File: src/common/gtePkg.sv
// Shared IDs, widths and port structs for the GTE register file
// Only FLAGS is kept in control space, so any ID with bit 5 set reads FLAGS
// ID 23 (RES1) is not implemented and reads zero

package gtePkg;

	// ------------------------------------------------------------
	// Widths and depths
	// ------------------------------------------------------------
	localparam int DATA_W      = 32;  // CPU word
	localparam int HALF_W      = 16;  // Short register
	localparam int CHAN_W      = 8;   // One color channel
	localparam int FLAG_W      = 19;  // Stored flag bits
	localparam int FLAG_LSB    = 12;  // Flags sit at 30..12 of the word
	localparam int XY_DEPTH    = 3;
	localparam int Z_DEPTH     = 4;   // SZ0..SZ2 plus SZP
	localparam int COLOR_DEPTH = 3;
	localparam int IRGB_SHIFT  = 7;   // 5-bit color <-> IR scaling
	localparam int COL5_W      = 5;

	// ------------------------------------------------------------
	// Register IDs
	// ------------------------------------------------------------
	typedef enum logic [5:0] {
		VXY0  = 6'd0,
		VZ0   = 6'd1,
		VXY1  = 6'd2,
		VZ1   = 6'd3,
		VXY2  = 6'd4,
		VZ2   = 6'd5,
		RGBC  = 6'd6,
		OTZ   = 6'd7,
		IR0   = 6'd8,
		IR1   = 6'd9,
		IR2   = 6'd10,
		IR3   = 6'd11,
		SXY0  = 6'd12,
		SXY1  = 6'd13,
		SXY2  = 6'd14,
		SXYP  = 6'd15,
		SZ0   = 6'd16,
		SZ1   = 6'd17,
		SZ2   = 6'd18,
		SZP   = 6'd19,
		RGB0  = 6'd20,
		RGB1  = 6'd21,
		RGB2  = 6'd22,
		MAC0  = 6'd24,  // 23 is the old RES1 slot
		MAC1  = 6'd25,
		MAC2  = 6'd26,
		MAC3  = 6'd27,
		IRGB  = 6'd28,
		ORGB  = 6'd29,
		LZCS  = 6'd30,
		LZCR  = 6'd31,
		FLAGS = 6'd63
	} gteRegId_e;

	// Color word, code in the top byte
	typedef struct packed {
		logic [CHAN_W-1:0] code;
		logic [CHAN_W-1:0] b;
		logic [CHAN_W-1:0] g;
		logic [CHAN_W-1:0] r;
	} gteColor_t;

	// Writeback from the compute unit
	typedef struct packed {
		logic              pushX;
		logic              pushY;
		logic              pushZ;
		logic              pushR;
		logic              pushG;
		logic              pushB;
		logic [3:0]        wrIr;        // IR0..IR3
		logic [3:0]        wrMac;       // MAC0..MAC3
		logic              wrOtz;
		logic              loadInstr;   // Instruction start, FLAGS reload
		logic [CHAN_W-1:0] colV;
		logic [HALF_W-1:0] xyV;
		logic [HALF_W-1:0] otzV;        // Also feeds the SZ push
		logic [HALF_W-1:0] ir0;
		logic [HALF_W-1:0] ir13;
		logic [DATA_W-1:0] mac0;
		logic [DATA_W-1:0] mac13;
		logic [FLAG_W-1:0] updateFlags;
	} gteWb_t;

	// One CPU write enable per writable ID
	typedef struct packed {
		logic [2:0]             vxy;
		logic [2:0]             vz;
		logic                   rgbc;
		logic                   otz;
		logic [3:0]             ir;
		logic [XY_DEPTH-1:0]    sxy;
		logic                   sxyp;   // Push into SX and SY
		logic [Z_DEPTH-1:0]     sz;     // Bit 3 is SZP
		logic [COLOR_DEPTH-1:0] rgb;
		logic [3:0]             mac;
		logic                   irgb;
		logic                   lzcs;
		logic                   flags;
	} gteWrEn_t;

endpackage

File: src/source/gteShiftFifo.sv
// One lane of a shifting FIFO, slot 0 is the oldest entry
// A push shifts toward slot 0 and overrides any slot write in the same cycle

`timescale 1ns/1ps

module gteShiftFifo #(
	parameter type tEntry = logic [15:0],
	parameter int  DEPTH  = 3
) (
	input  logic             i_clk,
	input  logic             i_rst,
	input  logic             i_push,
	input  tEntry            i_pushData,
	input  logic [DEPTH-1:0] i_slotWr,     // CPU slot load
	input  tEntry            i_slotData,
	output tEntry            o_slots [DEPTH]
);

	tEntry slots [DEPTH];

	always_ff @(posedge i_clk) begin
		if (i_rst) begin
			for (int k = 0; k < DEPTH; k++) begin
				slots[k] <= '0;
			end
		end else if (i_push) begin
			for (int k = 0; k < DEPTH - 1; k++) begin
				slots[k] <= slots[k + 1];  // Age by one
			end
			slots[DEPTH-1] <= i_pushData;  // Newest on top
		end else begin
			for (int k = 0; k < DEPTH; k++) begin
				if (i_slotWr[k]) slots[k] <= i_slotData;
			end
		end
	end

	assign o_slots = slots;

endmodule

File: src/source/gteRegDecode.sv
// CPU write decode, all enables are zero unless i_wrReg is high
// Read-only IDs (ORGB, LZCR) and unknown IDs produce no enable

`timescale 1ns/1ps

module gteRegDecode (
	input  gtePkg::gteRegId_e i_regId,
	input  logic              i_wrReg,
	output gtePkg::gteWrEn_t  o_wrEn
);

	import gtePkg::*;

	gteWrEn_t hit;  // ID match before the strobe

	always_comb begin
		hit.vxy   = {i_regId == VXY2, i_regId == VXY1, i_regId == VXY0};
		hit.vz    = {i_regId == VZ2, i_regId == VZ1, i_regId == VZ0};
		hit.rgbc  = (i_regId == RGBC);
		hit.otz   = (i_regId == OTZ);
		hit.ir    = {i_regId == IR3, i_regId == IR2, i_regId == IR1, i_regId == IR0};
		// Screen FIFO slots
		hit.sxy   = {i_regId == SXY2, i_regId == SXY1, i_regId == SXY0};
		hit.sxyp  = (i_regId == SXYP);
		hit.sz    = {i_regId == SZP, i_regId == SZ2, i_regId == SZ1, i_regId == SZ0};
		// Color FIFO slots
		hit.rgb   = {i_regId == RGB2, i_regId == RGB1, i_regId == RGB0};
		hit.mac   = {i_regId == MAC3, i_regId == MAC2, i_regId == MAC1, i_regId == MAC0};
		hit.irgb  = (i_regId == IRGB);
		hit.lzcs  = (i_regId == LZCS);
		hit.flags = (i_regId == FLAGS);
	end

	assign o_wrEn = i_wrReg ? hit : '0;

endmodule

File: src/screen/gteScreenFifo.sv
// SX/SY/SZ screen coordinate FIFOs
// CPU SXYP push beats a writeback push of xyV in the same cycle
// SZ only shifts on pushZ, the CPU can load any of its four slots

`timescale 1ns/1ps

module gteScreenFifo (
	input  logic                       i_clk,
	input  logic                       i_rst,
	input  gtePkg::gteWrEn_t           i_wrEn,
	input  logic [gtePkg::DATA_W-1:0]  i_dataIn,
	input  gtePkg::gteWb_t             i_wb,
	output logic [gtePkg::HALF_W-1:0]  o_sx [gtePkg::XY_DEPTH],
	output logic [gtePkg::HALF_W-1:0]  o_sy [gtePkg::XY_DEPTH],
	output logic [gtePkg::HALF_W-1:0]  o_sz [gtePkg::Z_DEPTH]
);

	import gtePkg::*;

	logic              pushX;
	logic              pushY;
	logic [HALF_W-1:0] pushDataX;
	logic [HALF_W-1:0] pushDataY;

	// ------------------------------------------------------------
	// Push source select
	// ------------------------------------------------------------
	assign pushX     = i_wrEn.sxyp | i_wb.pushX;
	assign pushY     = i_wrEn.sxyp | i_wb.pushY;
	assign pushDataX = i_wrEn.sxyp ? i_dataIn[HALF_W-1:0] : i_wb.xyV;       // Low half
	assign pushDataY = i_wrEn.sxyp ? i_dataIn[DATA_W-1:HALF_W] : i_wb.xyV;  // High half

	gteShiftFifo #(.tEntry(logic [HALF_W-1:0]), .DEPTH(XY_DEPTH)) u_sxFifo (
		.i_clk      (i_clk),
		.i_rst      (i_rst),
		.i_push     (pushX),
		.i_pushData (pushDataX),
		.i_slotWr   (i_wrEn.sxy),
		.i_slotData (i_dataIn[HALF_W-1:0]),
		.o_slots    (o_sx)
	);

	gteShiftFifo #(.tEntry(logic [HALF_W-1:0]), .DEPTH(XY_DEPTH)) u_syFifo (
		.i_clk      (i_clk),
		.i_rst      (i_rst),
		.i_push     (pushY),
		.i_pushData (pushDataY),
		.i_slotWr   (i_wrEn.sxy),
		.i_slotData (i_dataIn[DATA_W-1:HALF_W]),
		.o_slots    (o_sy)
	);

	// Z lane, writeback push only
	gteShiftFifo #(.tEntry(logic [HALF_W-1:0]), .DEPTH(Z_DEPTH)) u_szFifo (
		.i_clk      (i_clk),
		.i_rst      (i_rst),
		.i_push     (i_wb.pushZ),
		.i_pushData (i_wb.otzV),
		.i_slotWr   (i_wrEn.sz),
		.i_slotData (i_dataIn[HALF_W-1:0]),
		.o_slots    (o_sz)
	);

endmodule

File: src/color/gteColorFifo.sv
// Color FIFO, one lane per channel plus a code lane that moves with blue
// CPU writes load a whole slot, pushes come from the compute unit only

`timescale 1ns/1ps

module gteColorFifo (
	input  logic                      i_clk,
	input  logic                      i_rst,
	input  gtePkg::gteWrEn_t          i_wrEn,
	input  logic [gtePkg::DATA_W-1:0] i_dataIn,
	input  gtePkg::gteWb_t            i_wb,
	output gtePkg::gteColor_t         o_rgb [gtePkg::COLOR_DEPTH],
	output gtePkg::gteColor_t         o_rgbc
);

	import gtePkg::*;

	gteColor_t         cpuCol;    // CPU word split into channels
	gteColor_t         rgbc;
	logic [CHAN_W-1:0] rSlot    [COLOR_DEPTH];
	logic [CHAN_W-1:0] gSlot    [COLOR_DEPTH];
	logic [CHAN_W-1:0] bSlot    [COLOR_DEPTH];
	logic [CHAN_W-1:0] codeSlot [COLOR_DEPTH];

	assign cpuCol = i_dataIn;

	// RGBC code register, CPU only
	always_ff @(posedge i_clk) begin
		if (i_rst) rgbc <= '0;
		else if (i_wrEn.rgbc) rgbc <= cpuCol;
	end

	gteShiftFifo #(.tEntry(logic [CHAN_W-1:0]), .DEPTH(COLOR_DEPTH)) u_rFifo (
		.i_clk(i_clk), .i_rst(i_rst), .i_push(i_wb.pushR), .i_pushData(i_wb.colV),
		.i_slotWr(i_wrEn.rgb), .i_slotData(cpuCol.r), .o_slots(rSlot)
	);
	gteShiftFifo #(.tEntry(logic [CHAN_W-1:0]), .DEPTH(COLOR_DEPTH)) u_gFifo (
		.i_clk(i_clk), .i_rst(i_rst), .i_push(i_wb.pushG), .i_pushData(i_wb.colV),
		.i_slotWr(i_wrEn.rgb), .i_slotData(cpuCol.g), .o_slots(gSlot)
	);
	gteShiftFifo #(.tEntry(logic [CHAN_W-1:0]), .DEPTH(COLOR_DEPTH)) u_bFifo (
		.i_clk(i_clk), .i_rst(i_rst), .i_push(i_wb.pushB), .i_pushData(i_wb.colV),
		.i_slotWr(i_wrEn.rgb), .i_slotData(cpuCol.b), .o_slots(bSlot)
	);
	// Code lane shifts on blue, new entry takes RGBC code
	gteShiftFifo #(.tEntry(logic [CHAN_W-1:0]), .DEPTH(COLOR_DEPTH)) u_codeFifo (
		.i_clk(i_clk), .i_rst(i_rst), .i_push(i_wb.pushB), .i_pushData(rgbc.code),
		.i_slotWr(i_wrEn.rgb), .i_slotData(cpuCol.code), .o_slots(codeSlot)
	);

	always_comb begin
		for (int k = 0; k < COLOR_DEPTH; k++) begin
			o_rgb[k].code = codeSlot[k];
			o_rgb[k].b    = bSlot[k];
			o_rgb[k].g    = gSlot[k];
			o_rgb[k].r    = rSlot[k];
		end
	end

	assign o_rgbc = rgbc;

endmodule

File: src/source/gteResultRegs.sv
// IR, MAC, OTZ and FLAGS, written by CPU and by the compute unit
// Writeback wins over a CPU write, except on FLAGS where the CPU wins
// FLAGS accumulates updateFlags every cycle unless reloaded or written

`timescale 1ns/1ps

module gteResultRegs (
	input  logic                            i_clk,
	input  logic                            i_rst,
	input  gtePkg::gteWrEn_t                i_wrEn,
	input  logic [gtePkg::DATA_W-1:0]       i_dataIn,
	input  gtePkg::gteWb_t                  i_wb,
	output logic [3:0][gtePkg::HALF_W-1:0]  o_ir,
	output logic [3:0][gtePkg::DATA_W-1:0]  o_mac,
	output logic [gtePkg::HALF_W-1:0]       o_otz,
	output logic [gtePkg::FLAG_W-1:0]       o_flags
);

	import gtePkg::*;

	logic [3:1][HALF_W-1:0] irgbExp;  // IRGB fields scaled to IR1..IR3

	// 5-bit fields at 4..0, 9..5, 14..10, shifted up by 7
	always_comb begin
		for (int k = 1; k <= 3; k++) begin
			irgbExp[k] = HALF_W'(i_dataIn[(k-1)*COL5_W +: COL5_W]) << IRGB_SHIFT;
		end
	end

	// ------------------------------------------------------------
	// Register update
	// ------------------------------------------------------------
	always_ff @(posedge i_clk) begin
		if (i_rst) begin
			o_ir    <= '0;
			o_mac   <= '0;
			o_otz   <= '0;
			o_flags <= '0;
		end else begin
			// IR0 has its own writeback bus
			if (i_wb.wrIr[0]) o_ir[0] <= i_wb.ir0;
			else if (i_wrEn.ir[0]) o_ir[0] <= i_dataIn[HALF_W-1:0];
			for (int k = 1; k <= 3; k++) begin
				if (i_wb.wrIr[k]) o_ir[k] <= i_wb.ir13;
				else if (i_wrEn.irgb) o_ir[k] <= irgbExp[k];
				else if (i_wrEn.ir[k]) o_ir[k] <= i_dataIn[HALF_W-1:0];
			end

			if (i_wb.wrMac[0]) o_mac[0] <= i_wb.mac0;
			else if (i_wrEn.mac[0]) o_mac[0] <= i_dataIn;
			for (int k = 1; k <= 3; k++) begin
				if (i_wb.wrMac[k]) o_mac[k] <= i_wb.mac13;
				else if (i_wrEn.mac[k]) o_mac[k] <= i_dataIn;
			end

			if (i_wb.wrOtz) o_otz <= i_wb.otzV;
			else if (i_wrEn.otz) o_otz <= i_dataIn[HALF_W-1:0];

			if (i_wrEn.flags) o_flags <= i_dataIn[FLAG_LSB +: FLAG_W];  // Bits 30..12
			else if (i_wb.loadInstr) o_flags <= i_wb.updateFlags;     // New instruction
			else o_flags <= o_flags | i_wb.updateFlags;               // Sticky
		end
	end

endmodule

File: src/source/gteInputRegs.sv
// CPU-only input vectors V0..V2 and the leading-count source word

`timescale 1ns/1ps

module gteInputRegs (
	input  logic                            i_clk,
	input  logic                            i_rst,
	input  gtePkg::gteWrEn_t                i_wrEn,
	input  logic [gtePkg::DATA_W-1:0]       i_dataIn,
	output logic [2:0][gtePkg::HALF_W-1:0]  o_vx,
	output logic [2:0][gtePkg::HALF_W-1:0]  o_vy,
	output logic [2:0][gtePkg::HALF_W-1:0]  o_vz,
	output logic [gtePkg::DATA_W-1:0]       o_lzcs
);

	import gtePkg::*;

	always_ff @(posedge i_clk) begin
		if (i_rst) begin
			o_vx   <= '0;
			o_vy   <= '0;
			o_vz   <= '0;
			o_lzcs <= '0;
		end else begin
			for (int n = 0; n < 3; n++) begin
				if (i_wrEn.vxy[n]) begin
					o_vy[n] <= i_dataIn[DATA_W-1:HALF_W];  // Y high
					o_vx[n] <= i_dataIn[HALF_W-1:0];       // X low
				end
				if (i_wrEn.vz[n]) o_vz[n] <= i_dataIn[HALF_W-1:0];
			end
			if (i_wrEn.lzcs) o_lzcs <= i_dataIn;
		end
	end

endmodule

File: src/source/gteReadMux.sv
// CPU read path, purely combinational from ID and register contents
// Any ID with bit 5 set returns the FLAGS word, unmapped data IDs return 0

`timescale 1ns/1ps

module gteReadMux (
	input  gtePkg::gteRegId_e               i_regId,
	input  logic [2:0][gtePkg::HALF_W-1:0]  i_vx,
	input  logic [2:0][gtePkg::HALF_W-1:0]  i_vy,
	input  logic [2:0][gtePkg::HALF_W-1:0]  i_vz,
	input  logic [gtePkg::HALF_W-1:0]       i_sx [gtePkg::XY_DEPTH],
	input  logic [gtePkg::HALF_W-1:0]       i_sy [gtePkg::XY_DEPTH],
	input  logic [gtePkg::HALF_W-1:0]       i_sz [gtePkg::Z_DEPTH],
	input  gtePkg::gteColor_t               i_rgb [gtePkg::COLOR_DEPTH],
	input  gtePkg::gteColor_t               i_rgbc,
	input  logic [3:0][gtePkg::HALF_W-1:0]  i_ir,
	input  logic [3:0][gtePkg::DATA_W-1:0]  i_mac,
	input  logic [gtePkg::HALF_W-1:0]       i_otz,
	input  logic [gtePkg::FLAG_W-1:0]       i_flags,
	input  logic [gtePkg::DATA_W-1:0]       i_lzcs,
	output logic [gtePkg::DATA_W-1:0]       o_dataOut
);

	import gtePkg::*;

	logic [1:0]          sel;       // Index within a register group
	logic [1:0]          vecSel;    // V0..V2 from ID 0..5
	logic                flag31;
	logic [DATA_W-1:0]   lzcX;      // Leading bits turned into zeros
	logic [5:0]          lzcCnt;    // 1..32
	logic [3*COL5_W-1:0] col15;

	function automatic logic [DATA_W-1:0] sext(input logic [HALF_W-1:0] v);
		return {{(DATA_W-HALF_W){v[HALF_W-1]}}, v};
	endfunction

	// IR >> 7 clamped into 0..31
	function automatic logic [COL5_W-1:0] sat5(input logic [HALF_W-1:0] v);
		logic signed [HALF_W-1:0] s;
		s = $signed(v) >>> IRGB_SHIFT;
		if (s < 0) return '0;
		else if (s > (2**COL5_W - 1)) return '1;
		else return s[COL5_W-1:0];
	endfunction

	assign sel    = i_regId[1:0];
	assign vecSel = i_regId[2:1];
	assign flag31 = (|i_flags[18:11]) | (|i_flags[6:1]);  // Error summary
	assign col15  = {sat5(i_ir[3]), sat5(i_ir[2]), sat5(i_ir[1])};

	// ------------------------------------------------------------
	// Leading count, bit 31 always counts
	// ------------------------------------------------------------
	assign lzcX = i_lzcs ^ {DATA_W{i_lzcs[DATA_W-1]}};

	always_comb begin
		lzcCnt = 6'(DATA_W);
		for (int b = 0; b < DATA_W; b++) begin
			if (lzcX[b]) lzcCnt = 6'(DATA_W - 1 - b);  // Highest set bit wins
		end
	end

	always_comb begin
		if (i_regId[5]) begin
			o_dataOut = {flag31, i_flags, {FLAG_LSB{1'b0}}};
		end else begin
			case (i_regId)
				VXY0, VXY1, VXY2 : o_dataOut = {i_vy[vecSel], i_vx[vecSel]};
				VZ0, VZ1, VZ2    : o_dataOut = sext(i_vz[vecSel]);
				RGBC             : o_dataOut = i_rgbc;
				OTZ              : o_dataOut = DATA_W'(i_otz);
				IR0, IR1, IR2, IR3         : o_dataOut = sext(i_ir[sel]);
				SXY0, SXY1, SXY2           : o_dataOut = {i_sy[sel], i_sx[sel]};
				SXYP             : o_dataOut = {i_sy[XY_DEPTH-1], i_sx[XY_DEPTH-1]};  // Newest
				SZ0, SZ1, SZ2, SZP         : o_dataOut = DATA_W'(i_sz[sel]);   // SZP is SZ3
				RGB0, RGB1, RGB2           : o_dataOut = i_rgb[sel];
				MAC0, MAC1, MAC2, MAC3     : o_dataOut = i_mac[sel];
				IRGB, ORGB       : o_dataOut = DATA_W'(col15);
				LZCS             : o_dataOut = i_lzcs;
				LZCR             : o_dataOut = DATA_W'(lzcCnt);
				default          : o_dataOut = '0;
			endcase
		end
	end

endmodule

File: src/source/gteRegFile.sv
// GTE register file top, writes land on the sampling edge
// Reads are combinational, no handshake and no back-pressure

`timescale 1ns/1ps

module gteRegFile (
	input  logic                      i_clk,
	input  logic                      i_rst,
	input  gtePkg::gteRegId_e         i_regId,
	input  logic                      i_wrReg,
	input  logic [gtePkg::DATA_W-1:0] i_dataIn,
	input  gtePkg::gteWb_t            i_wb,
	output logic [gtePkg::DATA_W-1:0] o_dataOut
);

	import gtePkg::*;

	gteWrEn_t               wrEn;
	logic [2:0][HALF_W-1:0] vx;
	logic [2:0][HALF_W-1:0] vy;
	logic [2:0][HALF_W-1:0] vz;
	logic [DATA_W-1:0]      lzcs;
	logic [HALF_W-1:0]      sx [XY_DEPTH];
	logic [HALF_W-1:0]      sy [XY_DEPTH];
	logic [HALF_W-1:0]      sz [Z_DEPTH];
	gteColor_t              rgb [COLOR_DEPTH];
	gteColor_t              rgbc;
	logic [3:0][HALF_W-1:0] ir;
	logic [3:0][DATA_W-1:0] mac;
	logic [HALF_W-1:0]      otz;
	logic [FLAG_W-1:0]      flags;

	gteRegDecode u_decode (.i_regId(i_regId), .i_wrReg(i_wrReg), .o_wrEn(wrEn));

	// ------------------------------------------------------------
	// Storage
	// ------------------------------------------------------------
	gteScreenFifo u_screen (.i_clk(i_clk), .i_rst(i_rst), .i_wrEn(wrEn), .i_dataIn(i_dataIn),
		.i_wb(i_wb), .o_sx(sx), .o_sy(sy), .o_sz(sz));
	gteColorFifo u_color (.i_clk(i_clk), .i_rst(i_rst), .i_wrEn(wrEn), .i_dataIn(i_dataIn),
		.i_wb(i_wb), .o_rgb(rgb), .o_rgbc(rgbc));
	gteResultRegs u_result (.i_clk(i_clk), .i_rst(i_rst), .i_wrEn(wrEn), .i_dataIn(i_dataIn),
		.i_wb(i_wb), .o_ir(ir), .o_mac(mac), .o_otz(otz), .o_flags(flags));
	gteInputRegs u_input (.i_clk(i_clk), .i_rst(i_rst), .i_wrEn(wrEn), .i_dataIn(i_dataIn),
		.o_vx(vx), .o_vy(vy), .o_vz(vz), .o_lzcs(lzcs));

	// CPU read back
	gteReadMux u_readMux (
		.i_regId   (i_regId),
		.i_vx      (vx),
		.i_vy      (vy),
		.i_vz      (vz),
		.i_sx      (sx),
		.i_sy      (sy),
		.i_sz      (sz),
		.i_rgb     (rgb),
		.i_rgbc    (rgbc),
		.i_ir      (ir),
		.i_mac     (mac),
		.i_otz     (otz),
		.i_flags   (flags),
		.i_lzcs    (lzcs),
		.o_dataOut (o_dataOut)
	);

endmodule

File: config.mk
export PLATFORM = sky130hd
export DESIGN_NAME = gteRegFile
export DESIGN_NICKNAME = d
export VERILOG_FILES = /design/src/common/gtePkg.sv /design/src/source/gteShiftFifo.sv /design/src/source/gteRegDecode.sv /design/src/screen/gteScreenFifo.sv /design/src/color/gteColorFifo.sv /design/src/source/gteResultRegs.sv /design/src/source/gteInputRegs.sv /design/src/source/gteReadMux.sv /design/src/source/gteRegFile.sv
export SDC_FILE = /design/constraint.sdc
export NUM_CORES = 2
export LEC_CHECK = 0
export BUFFER_PORTS_ARGS = -buffer_cell sky130_fd_sc_hd__clkbuf_2
export CAP_MARGIN = 5
export CORE_ASPECT_RATIO = 2
export CORE_MARGIN = 2
export CORE_UTILIZATION = 40
export DETAILED_ROUTE_END_ITERATION = 10
export GPL_TIMING_DRIVEN = 0
export HOLD_SLACK_MARGIN = 0.02
export PLACE_DENSITY = 0.66
export RECOVER_POWER = 50
export SYNTH_ARGS = -nofsm -noshare
export SYNTH_HDL_FRONTEND = slang
export SYNTH_SLANG_ARGS = --single-unit
File: constraint.sdc
create_clock -name i_clk -period 5.55 [get_ports i_clk]
set_input_delay 1.11 -clock i_clk [delete_from_list [all_inputs] [get_ports i_clk]]
set_output_delay 1.11 -clock i_clk [all_outputs]
set_load 0.01 [all_outputs]
# --- Word level (Yosys, flattened, before mapping) ---
# Cells that the tools add are included.
totals:
  ff_bits: 691
  in_bits: 212
op_classes:
  n_lt_le_gt_ge: 9
  bitwise: 6
  n_eq_ne: 31
  reduce_logical: 39
  mux: 117
op_table:
  columns: ["op", "count"]
  rows:
  - ["$mux W16", 35]
  - ["$pmux W32 S13", 1]
  - ["$mux W32", 12]
  - ["$bmux W16 S2", 7]
  - ["$mux W6", 32]
  - ["$bmux W32 S2", 2]
  - ["$mux W24", 4]
  - ["$mux W48", 2]
  - ["$mux W8", 12]
  - ["$eq A6 B5 Y1 const B", 15]
  - ["$mux W64", 1]
  - ["$reduce_bool A2 Y1", 25]
  - ["$eq A6 B4 Y1 const B", 8]
  - ["$mux W19", 2]
  - ["$xor A32 B32 Y32", 1]
  - ["$mux W30", 1]
  - ["$mux W5", 6]
  - ["$gt A9 B6 Y1 const B", 3]
  - ["$lt A9 B1 Y1 const B", 3]
  - ["$eq A6 B3 Y1 const B", 4]
  - ["$or A19 B19 Y19", 1]
  - ["$eq A6 B2 Y1 const B", 2]
  - ["$reduce_or A3 Y1", 4]
  - ["$reduce_or A4 Y1", 3]
  - ["other kinds (11)", 16]

# --- Logic depth before layout (Yosys ltp) ---
logic_depth:
  ltp_word: 35
  mapped_depth: 9

# --- Hierarchy ---
# From an unflattened synthesis, not the netlist that was laid out.
hier_totals:
  hier_cells: 3885
  area_unflattened_um2: 38673.3
by_module_without_submodules:
  columns: ["module", "cells_each", "area_per_inst_um2", "seq_area_each_um2", "n_inst"]
  rows:
  - ["gteResultRegs", 1086, 10959.3, 4544.4, 1]
  - ["gteReadMux", 901, 6571.3, 0.0, 1]
  - ["gteInputRegs", 570, 6503.7, 3523.4, 1]
  - ["gteShiftFifo at u_color.u_bFifo ...", 106, 1212.4, 480.5, 4]
  - ["gteShiftFifo at u_screen.u_sxFifo ...", 214, 2289.7, 960.9, 2]
  - ["gteShiftFifo at u_screen.u_szFifo", 285, 3109.2, 1281.2, 1]
  - ["gteColorFifo", 103, 1163.6, 640.6, 1]
  - ["gteScreenFifo", 38, 549.3, 0.0, 1]
  - ["gteRegDecode", 50, 387.9, 0.0, 1]

# --- Least setup slack after synthesis ---
# Ideal clock, no wire load.
synth_timing:
  path_type: "input to output"
  from: "input i_regId[0]"
  to: "output o_dataOut[12] (netlist name)"
  t_arrival_ps: 2799
  path_stages: 7
  setup_slack_ps: 1641
  path_cell_list: "buf_2 -> buf_4 -> buf_4 -> buf_2 -> mux4_2 -> a22oi_1 -> nand4b_1"
synth_between:
  elab_chain_cells: 6
  elab_cells_between_ends: 55
synth_lines:
  columns: ["element", "line", "rtl"]
  rows:
  - ["from (decl)", "gteRegFile.sv:9", "input gtePkg::gteRegId_e i_regId,"]
  - ["$not A2 Y3 (implied by the code)", "gteReadMux.sv:73, gteReadMux.sv:75, gteReadMux.sv:76", null]
  - ["$bmux W32 S2 (tied with other cells)", "gteReadMux.sv:76", "RGB0, RGB1, RGB2 : o_dataOut = i_rgb[sel];"]
  - ["$mux W32 (implied by the code) (tied with other cells) (2 in series)", "gteReadMux.sv:76", null]
  - ["$pmux W32 S13 *", "gteReadMux.sv:67", "case (i_regId)"]
  - ["$mux W32 *", "gteReadMux.sv:64", "if (i_regId[5]) begin"]
  - ["to (decl)", "gteRegFile.sv:13", "output logic [gtePkg::DATA_W-1:0] o_dataOut"]
# Every way passes the cells marked *; elsewhere a longest branch is shown, timed or not. The select of a mux whose other input is x is not followed.

# --- Worst setup path after layout ---
layout_timing:
  from: "input i_regId[0]"
  to: "output o_dataOut[10] (netlist name)"
# Same word-level chain as after synthesis.

==> flow_summary.yaml <==
run_status:
  status: "finished with violations"
  violations: "setup timing"
yosys:
  ys_warn_count: 0
  synthAdderAreaFrac: 0
  synthSimpleGateAreaFrac: 0.155
  synth_cell_types: 85
  synth_area_mm2: 0.0362
  syn_inst: 4099
  muxShareOfSynthArea: 0.238
  synthXorXnorAreaFrac: 0.000242
  synthesis.nets: 4311
  async_reset_ff_frac: 0
  syn_area_per_cell_um2: 8.83
  synth_top_family_by_area: "multiplexers"
  ys_ff_latch: 691
  synth_edf_count: 0
  synth.yosys.seq_area_share: 0.382
  synthFlopType: "dfxtp_1"
  synth_compound_gate_area_share: 0.171
place:
  gp_congestion: 1.04
  dp.final_hpwl_um: 132000
  portBuffers: 214
  place_ws_ps: -8.95
  dp.cells: 5500
grt:
  grt_usage: 0.363
  overflow: 0
  grt_start_max_net_pins: 16
  grt_pass1_vias: 34400
  antenna_found_initial: 14
  grt_pass1_wl_um: 244000
route:
  drc_errors: 0
  ant_nets: 0
  vias: 35900
  wl_per_cell_um: 30.9
  dr.pass1.iters: 7
  drt-total-wl_um: 174000
  drt_iter0_drc: 4730
  via_per_inst: 6.38
cts:
  numCtsBuffers: 69
  root_buffer: "clkbuf_16"
  htree_levels: 3
  insertion_delay_ps: 670
  hold_buffers: 0
  post_cts_buffers: 0
  clk_path_buf_depth: 3
  path_clk_slew_ps: 70
  tritoncts: "done"
  cts.sinks: 691
layout:
  num-nets-final: 4597
  final_common_cell: "dfxtp_1"
  final_util: 0.454
  area_growth_pct: 12.9
  fin_cells: 5626
  drive_gt1_frac: 0.163
  layout_common_cells: "dfxtp_1 (691), nand2_1 (573), nor2_1 (518), mux2i_1 (448), clkbuf_1 (325)"
die:
  die_area_mm2: 0.0930
  num_rows: 156
  initial_core_util: 0.402
  fp.dieW_um: 217
  coreArea_mm2: 0.0900
  ios: 244
  die_y_um: 429
timing:
  finalHoldViolCount: 0
  slew_headroom: 0.102
  timing.setup.tns_ps: -428
  max_freq_mhz: 177
  rsz0062_at_grt: "false"
  finalCriticalPeriod_ps: 5660
  period_share: 1.02
  final.setup_skew_ps: 17.4
  timing.final.ws_setup_ps: -110
  worst_pin_slew_ps: 1350
  finalSetupViolCount: 6
  slew_viol_final: 0
  whs_ps: 456
hold_path:
  hold_end: "u_input.o_vz[12]"
  min_from: "u_input.o_vz[12]"
  hold_class: "reg -> reg"
  hold_path_depth: 2
power:
  p_leak_nw: 15.8
  powerDensity_mw_per_mm2: 291
  vdd_drop_max_mv: 0.275
critical_path:
  worst_path_largest_cell_delay_ps: 850
  reg2reg_depth: 5
  crit_top_cell: "buf_4"
  crit_arrival_ps: 4550
  critPathLaunchType: "input port"
  r2r-end: "u_input.o_lzcs[31]"
  end_kind: "output pin"
  cp_data_required_time_ps: 4440
  r2r-start: "u_input.o_lzcs[31]"
  worst-r2r-setup-slack_ps: 3690
  cp_cell_sequence: "buf_2, buf_4, buf_4, clkbuf_1, o21ai_0, a222oi_1, nand4_1, clkbuf_2"
  cp_slowest_cell: "a222oi_1"
  cp_max_fo: 10
  critPathKind: "in -> out"
job:
  cap_violations: 0
## Yosys cell counts (5+ instances only)
| master | count | area [um^2] |
|---|---|---|
| a211oi_1 | 175 | 1310 |
| a211oi_2 | 14 | 175 |
| a21oi_1 | 274 | 1370 |
| a221oi_1 | 6 | 52.6 |
| a222oi_1 | 32 | 320 |
| a22o_1 | 24 | 210 |
| a22oi_1 | 67 | 503 |
| a2bb2oi_1 | 6 | 52.6 |
| a311oi_1 | 64 | 561 |
| and2_1 | 8 | 50.1 |
| and3_1 | 8 | 50.1 |
| and4_1 | 6 | 52.6 |
| buf_1 | 35 | 131 |
| buf_2 | 108 | 541 |
| buf_4 | 26 | 195 |
| clkbuf_1 | 264 | 991 |
| dfxtp_1 | 691 | 13800 |
| inv_1 | 6 | 22.5 |
| mux2_1 | 28 | 315 |
| mux2_2 | 193 | 2170 |
| mux2i_1 | 448 | 4480 |
| mux4_2 | 73 | 1640 |
| nand2_1 | 571 | 2140 |
| nand2b_1 | 23 | 144 |
| nand3_1 | 54 | 270 |
| nand4_1 | 27 | 169 |
| nor2_1 | 516 | 1940 |
| nor2_2 | 6 | 37.5 |
| nor2b_1 | 15 | 93.8 |
| nor3_1 | 47 | 235 |
| nor4_1 | 7 | 43.8 |
| o211ai_1 | 21 | 158 |
| o21ai_0 | 87 | 435 |
| o22ai_1 | 5 | 31.3 |
| o2bb2ai_1 | 67 | 587 |
| or2_2 | 7 | 43.8 |
| or3_1 | 10 | 62.6 |
## critical path: cells and delay by family
family / cells / cell delay (ps)
simple gates: 1 / 500
buf+inv: 5 / 1820
compound gates: 2 / 1100
## cells by family (layout without fill, tap and decap cells)
logic type / after synthesis / count (layout)
buffers and inverters: 444 / 779
and+or+nand+nor: 1331 / 1331
AOI/OAI and AO/OA: 890 / 890
muxes: 742 / 742
DFF: 691 / 691
xor gates and xnor gates: 1 / 1
other: 0 / 7
## metal layers
layer / global-route usage / routed length [um] / up-vias
met1: 0.448 / 62900 / 17200
met2: 0.539 / 73200 / 2701
met3: 0.0939 / 21600 / 678
met5: 0 / 69 / -
met4: 0.277 / 16200 / 12
li1: - / - / 15300
## what timing repair did
item / CTS / global route
gates cloned: 0 / 0
pin swaps: 0 / 2
endpoints found under the setup margin: 2 / 9
gates resized for setup: 1 / 4
## through the flow
stage / power, mW / instance area, um^2
after floorplan: 6.30 / 36200
after global placement: 7.00 / 38700
after detailed placement: 7.03 / 38800
after CTS: 11.8 / 41000
after global routing: 12.1 / 40800
final: 11.9 / 40900
## state kept, by name, indices dropped and copies added (netlist names)
name / flops
u_color.o_rgbc: 32
u_color.u_bFifo.o_slots: 24
u_color.u_codeFifo.o_slots: 24
u_color.u_gFifo.o_slots: 24
u_color.u_rFifo.o_slots: 24
u_input.o_lzcs: 32
u_input.o_vx: 48
u_input.o_vy: 48
u_input.o_vz: 48
u_result.o_flags: 19
u_result.o_ir: 64
u_result.o_mac: 128
u_result.o_otz: 16
u_screen.u_sxFifo.o_slots: 48
u_screen.u_syFifo.o_slots: 48
u_screen.u_szFifo.o_slots: 64
## area by class of cell
type	count	area, um^2
fillers	8760	49100
multi-input cells	2964	20400
flip-flops and latches	691	13800
clock buffers	93	1890
plain buffers	436	1830
well taps	1185	1480
repair buffers	216	1090
clock inverters	27	339
inverters	7	26.3
diodes	7	17.5
## worst max-delay path by stage
| stage | start | cells past startpoint | end | slack (ps) |
|---|---|---|---|---|
| 6_report | i_regId[0] | 8 | o_dataOut[10] | -110 |
| 5_1_grt | i_regId[1] | 10 | o_dataOut[11] | 20 |
| 4_1_cts | i_regId[1] | 9 | o_dataOut[9] | 40 |
| 3_5_place_dp | i_regId[1] | 9 | o_dataOut[11] | -9 |
| 3_3_place_gp | i_regId[1] | 9 | o_dataOut[10] | -530 |
| 2_1_floorplan | i_regId[0] | 7 | o_dataOut[12] | 1640 |
## where the power goes
group | switching [mW] | internal, mW
registers | 0.183 | 5.17
logic | 1.11 | 0.544
clock network | 2.23 | 2.65
No activity file was read; power rests on OpenSTA's default activity.
